==> src/design/decomp_pkg.sv <==
package decomp_pkg;

	// page geometry
	localparam int CHUNKS          = 4;
	localparam int LINES_PER_CHUNK = 16;

	// page decompressor states
	typedef enum logic [2:0] {
		IDLE       = 3'd0,
		METADATA   = 3'd1,  // read the zero-chunk vector
		EXPAND     = 3'd2,  // pick the next chunk
		FILL_ZEROS = 3'd3,
		LD_RDPTR   = 3'd4,  // point the buffer at the chunk's first stored line
		COPY_LINES = 3'd5,
		DONE       = 3'd6,
		BUS_ERROR  = 3'd7
	} decomp_state_e;

	// read response, same encoding as an AXI RRESP
	typedef enum logic [1:0] {
		RESP_OKAY   = 2'b00,
		RESP_SLVERR = 2'b10
	} rresp_e;

endpackage

==> src/design/comp_line_buffer.sv <==
module comp_line_buffer
	import decomp_pkg::*;
#(
	parameter int DATA_W = 32,
	parameter int PTR_W  = 7
) (
	input  logic              clk_i,
	input  logic              rst_ni,

	input  logic              load_we,
	input  logic              load_clr,
	input  logic [DATA_W-1:0] load_data,
	input  logic              load_err,

	input  logic              rd_req,
	input  logic [PTR_W-1:0]  rdfifo_rdptr,
	input  logic              ld_rdfifo_rdptr,

	output logic              rd_valid,
	output logic [DATA_W-1:0] rd_data,
	output rresp_e            rd_rresp,
	output logic              rdfifo_empty
);

	localparam int DEPTH = 2 ** PTR_W;

	logic [DATA_W-1:0] line_mem [DEPTH];
	logic              err_flag [DEPTH];  // lines the loader marked bad

	logic [PTR_W-1:0] wr_cnt;
	logic [PTR_W-1:0] rd_ptr;

	always_ff @(posedge clk_i or negedge rst_ni) begin
		if (!rst_ni) begin
			wr_cnt <= '0;
		end else if (load_clr) begin
			wr_cnt <= '0;
		end else if (load_we) begin
			wr_cnt <= wr_cnt + 1'b1;
		end
	end

	always_ff @(posedge clk_i) begin
		if (load_we && !load_clr) begin
			line_mem[wr_cnt] <= load_data;
			err_flag[wr_cnt] <= load_err;
		end
	end

	// a pointer load wins over the increment of a read
	always_ff @(posedge clk_i or negedge rst_ni) begin
		if (!rst_ni) begin
			rd_ptr <= '0;
		end else if (load_clr) begin
			rd_ptr <= '0;
		end else if (ld_rdfifo_rdptr) begin
			rd_ptr <= rdfifo_rdptr;
		end else if (rd_req) begin
			rd_ptr <= rd_ptr + 1'b1;
		end
	end

	always_ff @(posedge clk_i or negedge rst_ni) begin
		if (!rst_ni) begin
			rd_valid <= 1'b0;
		end else begin
			rd_valid <= rd_req;  // answer exactly one cycle later
		end
	end

	always_ff @(posedge clk_i) begin
		if (rd_req) begin
			rd_data  <= line_mem[rd_ptr];
			rd_rresp <= err_flag[rd_ptr] ? RESP_SLVERR : RESP_OKAY;
		end
	end

	assign rdfifo_empty = (rd_ptr == wr_cnt);

endmodule

==> src/design/decomp_subsystem.sv <==
module decomp_subsystem
	import decomp_pkg::*;
#(
	parameter int DATA_W         = 32,
	parameter int PTR_W          = 7,
	parameter int FIFO_DEPTH_LOG = 3
) (
	input  logic              clk_i,
	input  logic              rst_ni,

	input  logic              load_we,
	input  logic              load_clr,
	input  logic [DATA_W-1:0] load_data,
	input  logic              load_err,

	input  logic              decomp_start,
	input  logic              out_pop,

	output logic [DATA_W-1:0] out_data,
	output logic              out_empty,
	output logic              decomp_done,
	output logic              bus_error
);

	// buffer read side
	logic              rd_req;
	logic              rd_valid;
	logic [DATA_W-1:0] rd_data;
	rresp_e            rd_rresp;
	logic              rdfifo_empty;
	logic [PTR_W-1:0]  rdfifo_rdptr;
	logic              ld_rdfifo_rdptr;

	// output FIFO write side
	logic              wr_req;
	logic [DATA_W-1:0] wr_data;
	logic              wrfifo_full;

	comp_line_buffer #(
		.DATA_W (DATA_W),
		.PTR_W  (PTR_W)
	) u_comp_line_buffer (
		.clk_i           (clk_i),
		.rst_ni          (rst_ni),
		.load_we         (load_we),
		.load_clr        (load_clr),
		.load_data       (load_data),
		.load_err        (load_err),
		.rd_req          (rd_req),
		.rdfifo_rdptr    (rdfifo_rdptr),
		.ld_rdfifo_rdptr (ld_rdfifo_rdptr),
		.rd_valid        (rd_valid),
		.rd_data         (rd_data),
		.rd_rresp        (rd_rresp),
		.rdfifo_empty    (rdfifo_empty)
	);

	page_decompressor #(
		.DATA_W (DATA_W),
		.PTR_W  (PTR_W)
	) u_page_decompressor (
		.clk_i           (clk_i),
		.rst_ni          (rst_ni),
		.decomp_start    (decomp_start),
		.rdfifo_empty    (rdfifo_empty),
		.rd_valid        (rd_valid),
		.rd_data         (rd_data),
		.rd_rresp        (rd_rresp),
		.rd_req          (rd_req),
		.rdfifo_rdptr    (rdfifo_rdptr),
		.ld_rdfifo_rdptr (ld_rdfifo_rdptr),
		.wrfifo_full     (wrfifo_full),
		.wr_req          (wr_req),
		.wr_data         (wr_data),
		.decomp_done     (decomp_done),
		.bus_error       (bus_error)
	);

	out_line_fifo #(
		.DATA_W         (DATA_W),
		.FIFO_DEPTH_LOG (FIFO_DEPTH_LOG)
	) u_out_line_fifo (
		.clk_i       (clk_i),
		.rst_ni      (rst_ni),
		.wr_req      (wr_req),
		.wr_data     (wr_data),
		.wrfifo_full (wrfifo_full),
		.out_pop     (out_pop),
		.out_empty   (out_empty),
		.out_data    (out_data)
	);

endmodule

==> src/design/out_line_fifo.sv <==
module out_line_fifo #(
	parameter int DATA_W         = 32,
	parameter int FIFO_DEPTH_LOG = 3
) (
	input  logic              clk_i,
	input  logic              rst_ni,

	input  logic              wr_req,
	input  logic [DATA_W-1:0] wr_data,
	output logic              wrfifo_full,

	input  logic              out_pop,
	output logic              out_empty,
	output logic [DATA_W-1:0] out_data
);

	localparam int DEPTH = 2 ** FIFO_DEPTH_LOG;

	logic [DATA_W-1:0] fifo_mem [DEPTH];

	// one extra bit tells full from empty
	logic [FIFO_DEPTH_LOG:0] wr_ptr;
	logic [FIFO_DEPTH_LOG:0] rd_ptr;

	logic do_push;
	logic do_pop;

	assign wrfifo_full = (wr_ptr[FIFO_DEPTH_LOG] != rd_ptr[FIFO_DEPTH_LOG]) &&
		(wr_ptr[FIFO_DEPTH_LOG-1:0] == rd_ptr[FIFO_DEPTH_LOG-1:0]);
	assign out_empty = (wr_ptr == rd_ptr);

	assign do_push = wr_req && !wrfifo_full;
	assign do_pop  = out_pop && !out_empty;

	always_ff @(posedge clk_i or negedge rst_ni) begin
		if (!rst_ni) begin
			wr_ptr <= '0;
			rd_ptr <= '0;
		end else begin
			if (do_push) begin
				wr_ptr <= wr_ptr + 1'b1;
			end
			if (do_pop) begin
				rd_ptr <= rd_ptr + 1'b1;
			end
		end
	end

	always_ff @(posedge clk_i) begin
		if (do_push) begin
			fifo_mem[wr_ptr[FIFO_DEPTH_LOG-1:0]] <= wr_data;
		end
	end

	assign out_data = fifo_mem[rd_ptr[FIFO_DEPTH_LOG-1:0]];  // head word, fall-through

endmodule

==> src/design/page_decompressor.sv <==
module page_decompressor
	import decomp_pkg::*;
#(
	parameter int DATA_W = 32,
	parameter int PTR_W  = 7
) (
	input  logic              clk_i,
	input  logic              rst_ni,

	input  logic              decomp_start,

	input  logic              rdfifo_empty,
	input  logic              rd_valid,
	input  logic [DATA_W-1:0] rd_data,
	input  rresp_e            rd_rresp,
	output logic              rd_req,
	output logic [PTR_W-1:0]  rdfifo_rdptr,
	output logic              ld_rdfifo_rdptr,

	input  logic              wrfifo_full,
	output logic              wr_req,
	output logic [DATA_W-1:0] wr_data,

	output logic              decomp_done,
	output logic              bus_error
);

	localparam int         CIDX_W    = $clog2(CHUNKS);
	localparam logic [4:0] LAST_LINE = 5'(LINES_PER_CHUNK - 1);
	localparam logic [4:0] FULL_CNT  = 5'(LINES_PER_CHUNK);

	decomp_state_e state, n_state;

	logic [CHUNKS-1:0] zero_chunk_vec, n_zero_chunk_vec;
	logic [CHUNKS-1:0] chunk_done, n_chunk_done;
	logic [CIDX_W-1:0] cur_chunk, n_cur_chunk;
	logic [CIDX_W:0]   data_cnt, n_data_cnt;  // data chunks already copied
	logic [4:0]        line_cnt, n_line_cnt;
	logic              n_rd_req;

	// a line that came back while the output FIFO was full
	logic              hold_v, n_hold_v;
	logic [DATA_W-1:0] hold_data;

	logic copy_in;
	logic fill_in;
	logic rd_err;
	logic push;
	logic last_chunk;

	assign copy_in    = (state == COPY_LINES) && rd_valid && (rd_rresp == RESP_OKAY);
	assign rd_err     = rd_valid && (rd_rresp == RESP_SLVERR);
	assign fill_in    = (state == FILL_ZEROS);
	assign push       = !wrfifo_full && (hold_v || copy_in || fill_in);
	assign last_chunk = &(chunk_done | (CHUNKS'(1) << cur_chunk));

	assign wr_req  = push;
	assign wr_data = hold_v ? hold_data : (copy_in ? rd_data : '0);

	// chunk n of the page starts behind the metadata line and the earlier data chunks
	assign ld_rdfifo_rdptr = (state == LD_RDPTR);
	assign rdfifo_rdptr    = PTR_W'(data_cnt * LINES_PER_CHUNK + 1);

	assign decomp_done = (state == DONE);
	assign bus_error   = (state == BUS_ERROR);

	always_comb begin
		n_state          = state;
		n_zero_chunk_vec = zero_chunk_vec;
		n_chunk_done     = chunk_done;
		n_cur_chunk      = cur_chunk;
		n_data_cnt       = data_cnt;
		n_line_cnt       = line_cnt;
		n_hold_v         = hold_v;
		n_rd_req         = 1'b0;

		case (state)
			IDLE: begin
				if (decomp_start && !rdfifo_empty) begin
					n_state      = METADATA;
					n_chunk_done = '0;
					n_data_cnt   = '0;
				end
			end
			METADATA: begin
				n_rd_req = !rd_req && !rd_valid && !rdfifo_empty;  // one read only
				if (rd_valid) begin
					if (rd_err) begin
						n_state = BUS_ERROR;
					end else begin
						n_zero_chunk_vec = rd_data[CHUNKS-1:0];
						n_state          = EXPAND;
					end
				end
			end
			EXPAND: begin
				n_line_cnt = '0;
				// lowest chunk not yet expanded
				for (int i = CHUNKS - 1; i >= 0; i--) begin
					if (!chunk_done[i]) begin
						n_cur_chunk = CIDX_W'(i);
					end
				end
				n_state = zero_chunk_vec[n_cur_chunk] ? FILL_ZEROS : LD_RDPTR;
			end
			FILL_ZEROS: begin
				if (push) begin
					n_line_cnt = line_cnt + 5'd1;
					if (line_cnt == LAST_LINE) begin
						n_chunk_done[cur_chunk] = 1'b1;
						n_state = last_chunk ? DONE : EXPAND;
					end
				end
			end
			LD_RDPTR: begin
				n_rd_req = !wrfifo_full;  // first line of the chunk right after the load
				n_state  = COPY_LINES;
			end
			COPY_LINES: begin
				if (rd_err) begin
					n_state = BUS_ERROR;
				end else begin
					if (copy_in) begin
						n_line_cnt = line_cnt + 5'd1;
						n_hold_v   = wrfifo_full;
					end else if (push) begin
						n_hold_v = 1'b0;  // held line went out
					end
					// next read only once the returning line is sure to have a place
					n_rd_req = !rd_req && !n_hold_v && !wrfifo_full && !rdfifo_empty &&
						(n_line_cnt < FULL_CNT);
					if (n_line_cnt == FULL_CNT && !n_hold_v) begin
						n_chunk_done[cur_chunk] = 1'b1;
						n_data_cnt = data_cnt + 1'b1;
						n_state    = last_chunk ? DONE : EXPAND;
					end
				end
			end
			DONE: begin
				if (!decomp_start) begin
					n_state = IDLE;
				end
			end
			BUS_ERROR: begin
				n_state = BUS_ERROR;  // left by reset only
			end
			default: begin
				n_state = IDLE;
			end
		endcase
	end

	always_ff @(posedge clk_i or negedge rst_ni) begin
		if (!rst_ni) begin
			state          <= IDLE;
			zero_chunk_vec <= '0;
			chunk_done     <= '0;
			cur_chunk      <= '0;
			data_cnt       <= '0;
			line_cnt       <= '0;
			hold_v         <= 1'b0;
			rd_req         <= 1'b0;
		end else begin
			state          <= n_state;
			zero_chunk_vec <= n_zero_chunk_vec;
			chunk_done     <= n_chunk_done;
			cur_chunk      <= n_cur_chunk;
			data_cnt       <= n_data_cnt;
			line_cnt       <= n_line_cnt;
			hold_v         <= n_hold_v;
			rd_req         <= n_rd_req;
		end
	end

	always_ff @(posedge clk_i) begin
		if (copy_in && wrfifo_full) begin
			hold_data <= rd_data;
		end
	end

endmodule

==> config.mk <==
export PLATFORM = sky130hd
export DESIGN_NAME = decomp_subsystem
export DESIGN_NICKNAME = d
export VERILOG_FILES = /design/src/design/decomp_pkg.sv /design/src/design/comp_line_buffer.sv /design/src/design/decomp_subsystem.sv /design/src/design/out_line_fifo.sv /design/src/design/page_decompressor.sv
export SDC_FILE = /design/constraint.sdc
export NUM_CORES = 2
export LEC_CHECK = 0
export BUFFER_PORTS_ARGS = -buffer_cell sky130_fd_sc_hd__buf_2
export CAP_MARGIN = 10
export CELL_PAD_IN_SITES_DETAIL_PLACEMENT = 0
export CELL_PAD_IN_SITES_GLOBAL_PLACEMENT = 1
export CORE_MARGIN = 1
export CORE_UTILIZATION = 40
export DETAILED_ROUTE_END_ITERATION = 12
export PLACE_DENSITY = 0.7
export SYNTH_ARGS = -nofsm -noshare
export SYNTH_HDL_FRONTEND = slang
export SYNTH_MEMORY_MAX_BITS = 65536
export SYNTH_SLANG_ARGS = --single-unit
==> constraint.sdc <==
create_clock -name clk_i -period 5.2 [get_ports clk_i]
set_input_delay 0.78 -clock clk_i [delete_from_list [all_inputs] [get_ports clk_i]]
set_output_delay 0.78 -clock clk_i [all_outputs]
set_load 0.01 [all_outputs]
# Word level (Yosys, flattened, before mapping)
# Memory sizes are Yosys's and may differ from the RTL's. A register that Yosys moved wholly into a read port is not among the register bits.
# Index checks and enable logic that the tools add are counted.
# word_totals
memories,3
register_bits,80
output_inout_bits,35
ramBits,4480
# classes
n_addsub,7
reduce_logical,41
shift,1
bitwise_logic,3
muxes,54
eq_ne,22
n_lt_le_gt_ge,4
# memory_table
name,words,word_bits,read_ports,rd_clocked_by_memory_dff,wr,line_no,text
u_comp_line_buffer.line_mem,128,32,1,1,1,comp_line_buffer.sv:27,logic [DATA_W-1:0] line_mem [DEPTH];
u_out_line_fifo.fifo_mem,8,32,1,0,1,out_line_fifo.sv:19,logic [DATA_W-1:0] fifo_mem [DEPTH];
u_comp_line_buffer.err_flag,128,1,1,0,1,comp_line_buffer.sv:28,logic err_flag [DEPTH];
# ops
operator,n
32-bit two-way mux,2
3-bit two-way mux,13
7-bit two-way mux,5
5-bit two-way mux,5
3-bit one-hot mux with 8 select lines,1
7-bit by 1-bit adder with 7-bit output (second input constant),3
4-bit two-way mux,5
1-bit logical AND,18
5-bit one-hot mux with 3 select lines,1
3-bit == test (second input constant),4
2-bit two-way mux,6
4-bit one-hot mux with 3 select lines,1
6-bit AND reduction,2
1-bit two-way mux,11
2-bit != test (second input constant),5
3-bit nonzero test,3
4-bit by 1-bit adder with 4-bit output (second input constant),2
4-bit bitwise OR,2
4-bit AND reduction,2
7-bit == test,1
1-bit logical NOT,7
3-bit by 2-bit == test with 1-bit output (second input constant),2
2-bit by 3-bit < comparator with 1-bit output (second input constant),2
3-bit one-hot mux with 2 select lines,1
other kinds (24),28

# Depth between registers and ports, before layout
# depth
word_depth,17
depth_mapped,13
mapped_depth_nobuf,9

# Cells and area by module
# A second synthesis with hierarchy kept.
# hier_totals
hier_cells,8037
hier_area_um2,176755.8
# by_module_without_submodules
mod,seq_area_each_um2,cells_each,area_each_um2,instances
comp_line_buffer,128208.0,7283,163439.3,1
out_line_fifo,7887.6,428,10331.2,1
page_decompressor,1536.5,326,2985.4,1

# Worst setup path after synthesis
# OpenSTA, ideal clock, no wires.
# synth_timing
path_kind,input-to-reg
start,input load_we
end,"memory u_comp_line_buffer.err_flag[9], enable pin"
setup_slack_ps,848
stages,5
path_buffers,1
setup_time_ps,464
t_arrival_ps,3888
cell_sequence,clkbuf_1 nand2b_1 nor3_1 nand2_1 nor3_1
# synth_between
elab_chain_len,3
# synth_lines
element,line_no,text
"start, declared",decomp_subsystem.sv:11,"input logic load_we,"
1-bit logical AND,comp_line_buffer.sv:44,if (load_we && !load_clr) begin
1-bit two-way mux,comp_line_buffer.sv:44,
1-bit two-way mux (not written as such),comp_line_buffer.sv:46,err_flag[wr_cnt] <= load_err;
"end, declared",comp_line_buffer.sv:28,
# No other way between the ends.

==> results.md <==
* Sequential-to-total area share from yosys stat at 77.91%
* Worst reg2reg path depth at 9
* Hold WS at 0.1063 ns
* CP Launch Point: u_comp_line_buffer.rd_ptr[0]
* Crit share post-route at 88.64%
* GP Congestion at 0.8696
* Clock Pin Slew Worst Setup and Hold Paths at 0.06 ns
* Final Hold Viols at 0
* Endpoints failing setup at 0
* Total Wirelength at 511.2 mm
* Met2 Usage GRT at 35.02%
* Fin crit period at 4.609 ns
* Synth warnings at 0
* Die X at 666.6 um
* DRC at 0
* First-pass GRT wire length at 704.8 mm
* Layout cell share with drive strength beyond 1 at 27.85%
* Fillers at 35730
* Die Height at 666.6 um
* Power Dens Cells at 454.8 nW/um^2
* Num CTS Buffers at 446
* H-tree depth at 5
* FMAX at 216.9 MHz
* Antenna violations before repair at 52
* Clk_lat worst skew at 1.05 ns
* Pre-CTS WS at 0.6987 ns
* VDD IR max at 0.3572 mV
* Reg2reg start: u_comp_line_buffer.rd_ptr[0]
* Aggregate global routing overflow at 0
* Synth cell types at 76
* Vias in the first global route at 86920
* Core footprint at 438700 sq um
* CP delay by family, top: compound AO/OA/AOI/OAI gates
* Resize count post-CTS at 0
* Multi-input gate area at 37500 sq um
* RSZ-0062 raised after global routing: false
* Worst path depth at 9
* Crit start category: flop
* Power, Total at 91.63 mW
* Post-layout nets at 8519
* TNS Setup at 0 ns
* Max Slew Vio Count at 0
* Tightest Hold Check Type: in2reg
* Die area at 444300 sq um
* Reg-to-reg setup timing slack at 0.59 ns
* Worst slew pin tran at 1.323 ns
* Top Usage Layer GRT: met2
* Cell row count at 243
* WL/cell at 34.68 um
* Async SR Flop Fraction at 1.002%
* Design area at 201500 sq um
* Rel. slew slack at 10.89%
* Hold Buf Count CTS at 1
* Initial drt markers at 13780
* Setup crit end: u_comp_line_buffer.rd_data[21]
* Dpl cell area at 187300 sq um
* CTS tree: yes
* Most common cell after layout, fill and taps aside: edfxtp_1
* Syn nets at 7988
* Crit Path Max Fanout at 53
* CP Buf/Inv Count at 2
* Leakage at 61.55 nW
* ANT nets after route at 0
* Post-detail-place hpwl at 301.7 mm
* Critical-path cell list: buf_12, buf_4, mux4_2, nand2_1, nand2_1, nand2_1, o2111ai_1, o31ai_1, a22oi_1
* Synth Register Bits at 4591
* Via total after detailed routing at 89230
* Clock Skew at 0.08544 ns
* GRT met3 Usage at 4.825%
* Final setup margin at 0.5906 ns
* Max cap viols at 0
* CP max-delay cell: o31ai_1
* Crit end category: flop
* Syn_area_per_cell at 22.24 sq um
* Post-synth EDFFs at 4545
* Worst endpoint required time at 5.94 ns
* Reg2Reg Capture Point: u_comp_line_buffer.rd_data[21]
* CP max stage delay at 1.03 ns
* GR Layer Usage met1 at 31.45%
* Setup bufs post-CTS at 0
* Post-Syn Area at 176700 sq um
* GRT Resource Usage Total at 22.61%
* Buffers on Ports at 73
* Clock tree root driver cell: clkbuf_16
* Initial core utilization at 40.27%
* # IOs at 74
* Vias per inst at 6.054
* Status: finished clean
* DRT Pass-1 Iters at 5
* Most frequent cells in the layout: edfxtp_1 (4545), mux4_2 (1081), clkbuf_16 (452)
* Longest Clk Path Bufs at 4
* Area delta synth->final at 14.05%
* Dominant synthesized flop cell: edfxtp_1
* CP Data Arrival Time at 5.35 ns
* Register area at 137700 sq um
* Critical Path Most Common Cell: nand2_1
* Largest net degree at the start of global routing at 129
* Cells after Synth at 7942
* Clock sink count at 4591
* Crit Path Category: reg2reg
synthesized netlist by cell type, types with 6 or more instances:
cell type  instances  area [sq um]
and3_1             8         50.05
nand4_1            7         43.79
a31oi_1           18         112.6
dfrtp_1           46          1151
inv_1             11         41.29
mux2_2            62         698.2
buf_6             62         698.2
o221ai_1          59         516.8
buf_4             68         510.5
mux4_2          1081         24350
o31ai_1           16         120.1
and2_1            11         68.82
o2111ai_1         11         96.34
a211oi_1          42         315.3
nand3_1           36         180.2
nor3_1            34         170.2
o211a_1            6         60.06
a221oi_1          28         245.2
edfxtp_1        4545        136500
or3_1              7         43.79
o211ai_1          21         157.7
a32o_1             6         60.06
xor2_1            12         105.1
clkbuf_1         164         615.6
buf_2            109         545.5
nand2b_1          17         106.4
a22oi_1           41         307.8
mux2i_1          360          3603
o21ai_0          153         765.7
ha_1               7         87.58
nor4_1             6         37.54
o21ai_1            6         30.03
a311oi_1          10         87.58
a2111oi_0         22         192.7
a21oi_1          138         690.7
nand2_1          271          1017
nor2_1           223         837.1
nor2b_1           25         156.4
xnor2_1           15         131.4
o22ai_1           68         425.4
buf_1             42         157.7
cell families after synthesis:
logic type	after synthesis	synth area share [%]
flops	4591	77.91
mux	1503	16.22
compound gates	687	2.587
simple gates	665	1.622
buf+inv	462	1.482
xor+xnor	27	0.1339
fa+ha+maj	7	0.04958
through the flow:
step | utilization [%] | cells
after CTS | 45.91 | 14720
after global placement | 42.68 | 13900
final | 45.92 | 14740
after global routing | 45.91 | 14720
after detailed placement | 42.70 | 13900
after floorplan | - | 7942
state kept, by name (all words and copies together) (netlist names):
signal and cells:
u_comp_line_buffer.rd_data 32, u_page_decompressor.data_cnt 3, u_out_line_fifo.wr_ptr 4, u_comp_line_buffer.rd_valid 1, u_page_decompressor.hold_data 32, u_comp_line_buffer.err_flag 128
u_comp_line_buffer.rd_ptr 7, u_out_line_fifo.fifo_mem 256, u_page_decompressor.line_cnt 5, u_page_decompressor.zero_chunk_vec 4, u_page_decompressor.chunk_done 4, u_page_decompressor.rd_req 1
u_comp_line_buffer.line_mem 4096, u_page_decompressor.cur_chunk 2, u_page_decompressor.hold_v 1, u_comp_line_buffer.rd_rresp 1, u_page_decompressor.state 3, u_out_line_fifo.rd_ptr 4
u_comp_line_buffer.wr_cnt 7
how the worst min path moves through the flow:
stage                                              start  slack (ns)  cells past startpoint                                   end
after floorplan           u_comp_line_buffer.rd_data[10]        0.43                      0     u_page_decompressor.hold_data[10]
after global placement         u_out_line_fifo.wr_ptr[3]        0.48                      1             u_out_line_fifo.wr_ptr[3]
after detailed placement       u_out_line_fifo.rd_ptr[3]        0.49                      1             u_out_line_fifo.rd_ptr[3]
after CTS                                  load_data[23]        0.05                      1  u_comp_line_buffer.line_mem[106][23]
after global routing                       load_data[23]        0.11                      1  u_comp_line_buffer.line_mem[109][23]
final                                      load_data[23]        0.11                      1  u_comp_line_buffer.line_mem[111][23]
final cells by class:
type,instances,share of cell area [%]
Multi-Input combinational cell,2889,18.61
Clock inverter,266,1.206
Tap cell,5880,3.652
Timing Repair Buffer,530,2.352
Clock buffer,548,5.793
Inverter,15,0.03229
Sequential cell,4591,68.33
Antenna cell,18,0.02236
report_power, final:
group / internal [mW] / switching (mW) / total, mW
Combinational: 7.62 / 10.3 / 17.9
Sequential: 41.4 / 0.867 / 42.3
Clock: 17.5 / 13.9 / 31.5
Total: 66.6 / 25.1 / 91.6
layer usage:
metal | wire (um) | part of all wire [%]
met3 | 56730 | 11
met2 | 236100 | 46
met4 | 22060 | 4.3
met5 | 177 | 0.035
met1 | 196100 | 38
Power figures use the tool's default switching activity.
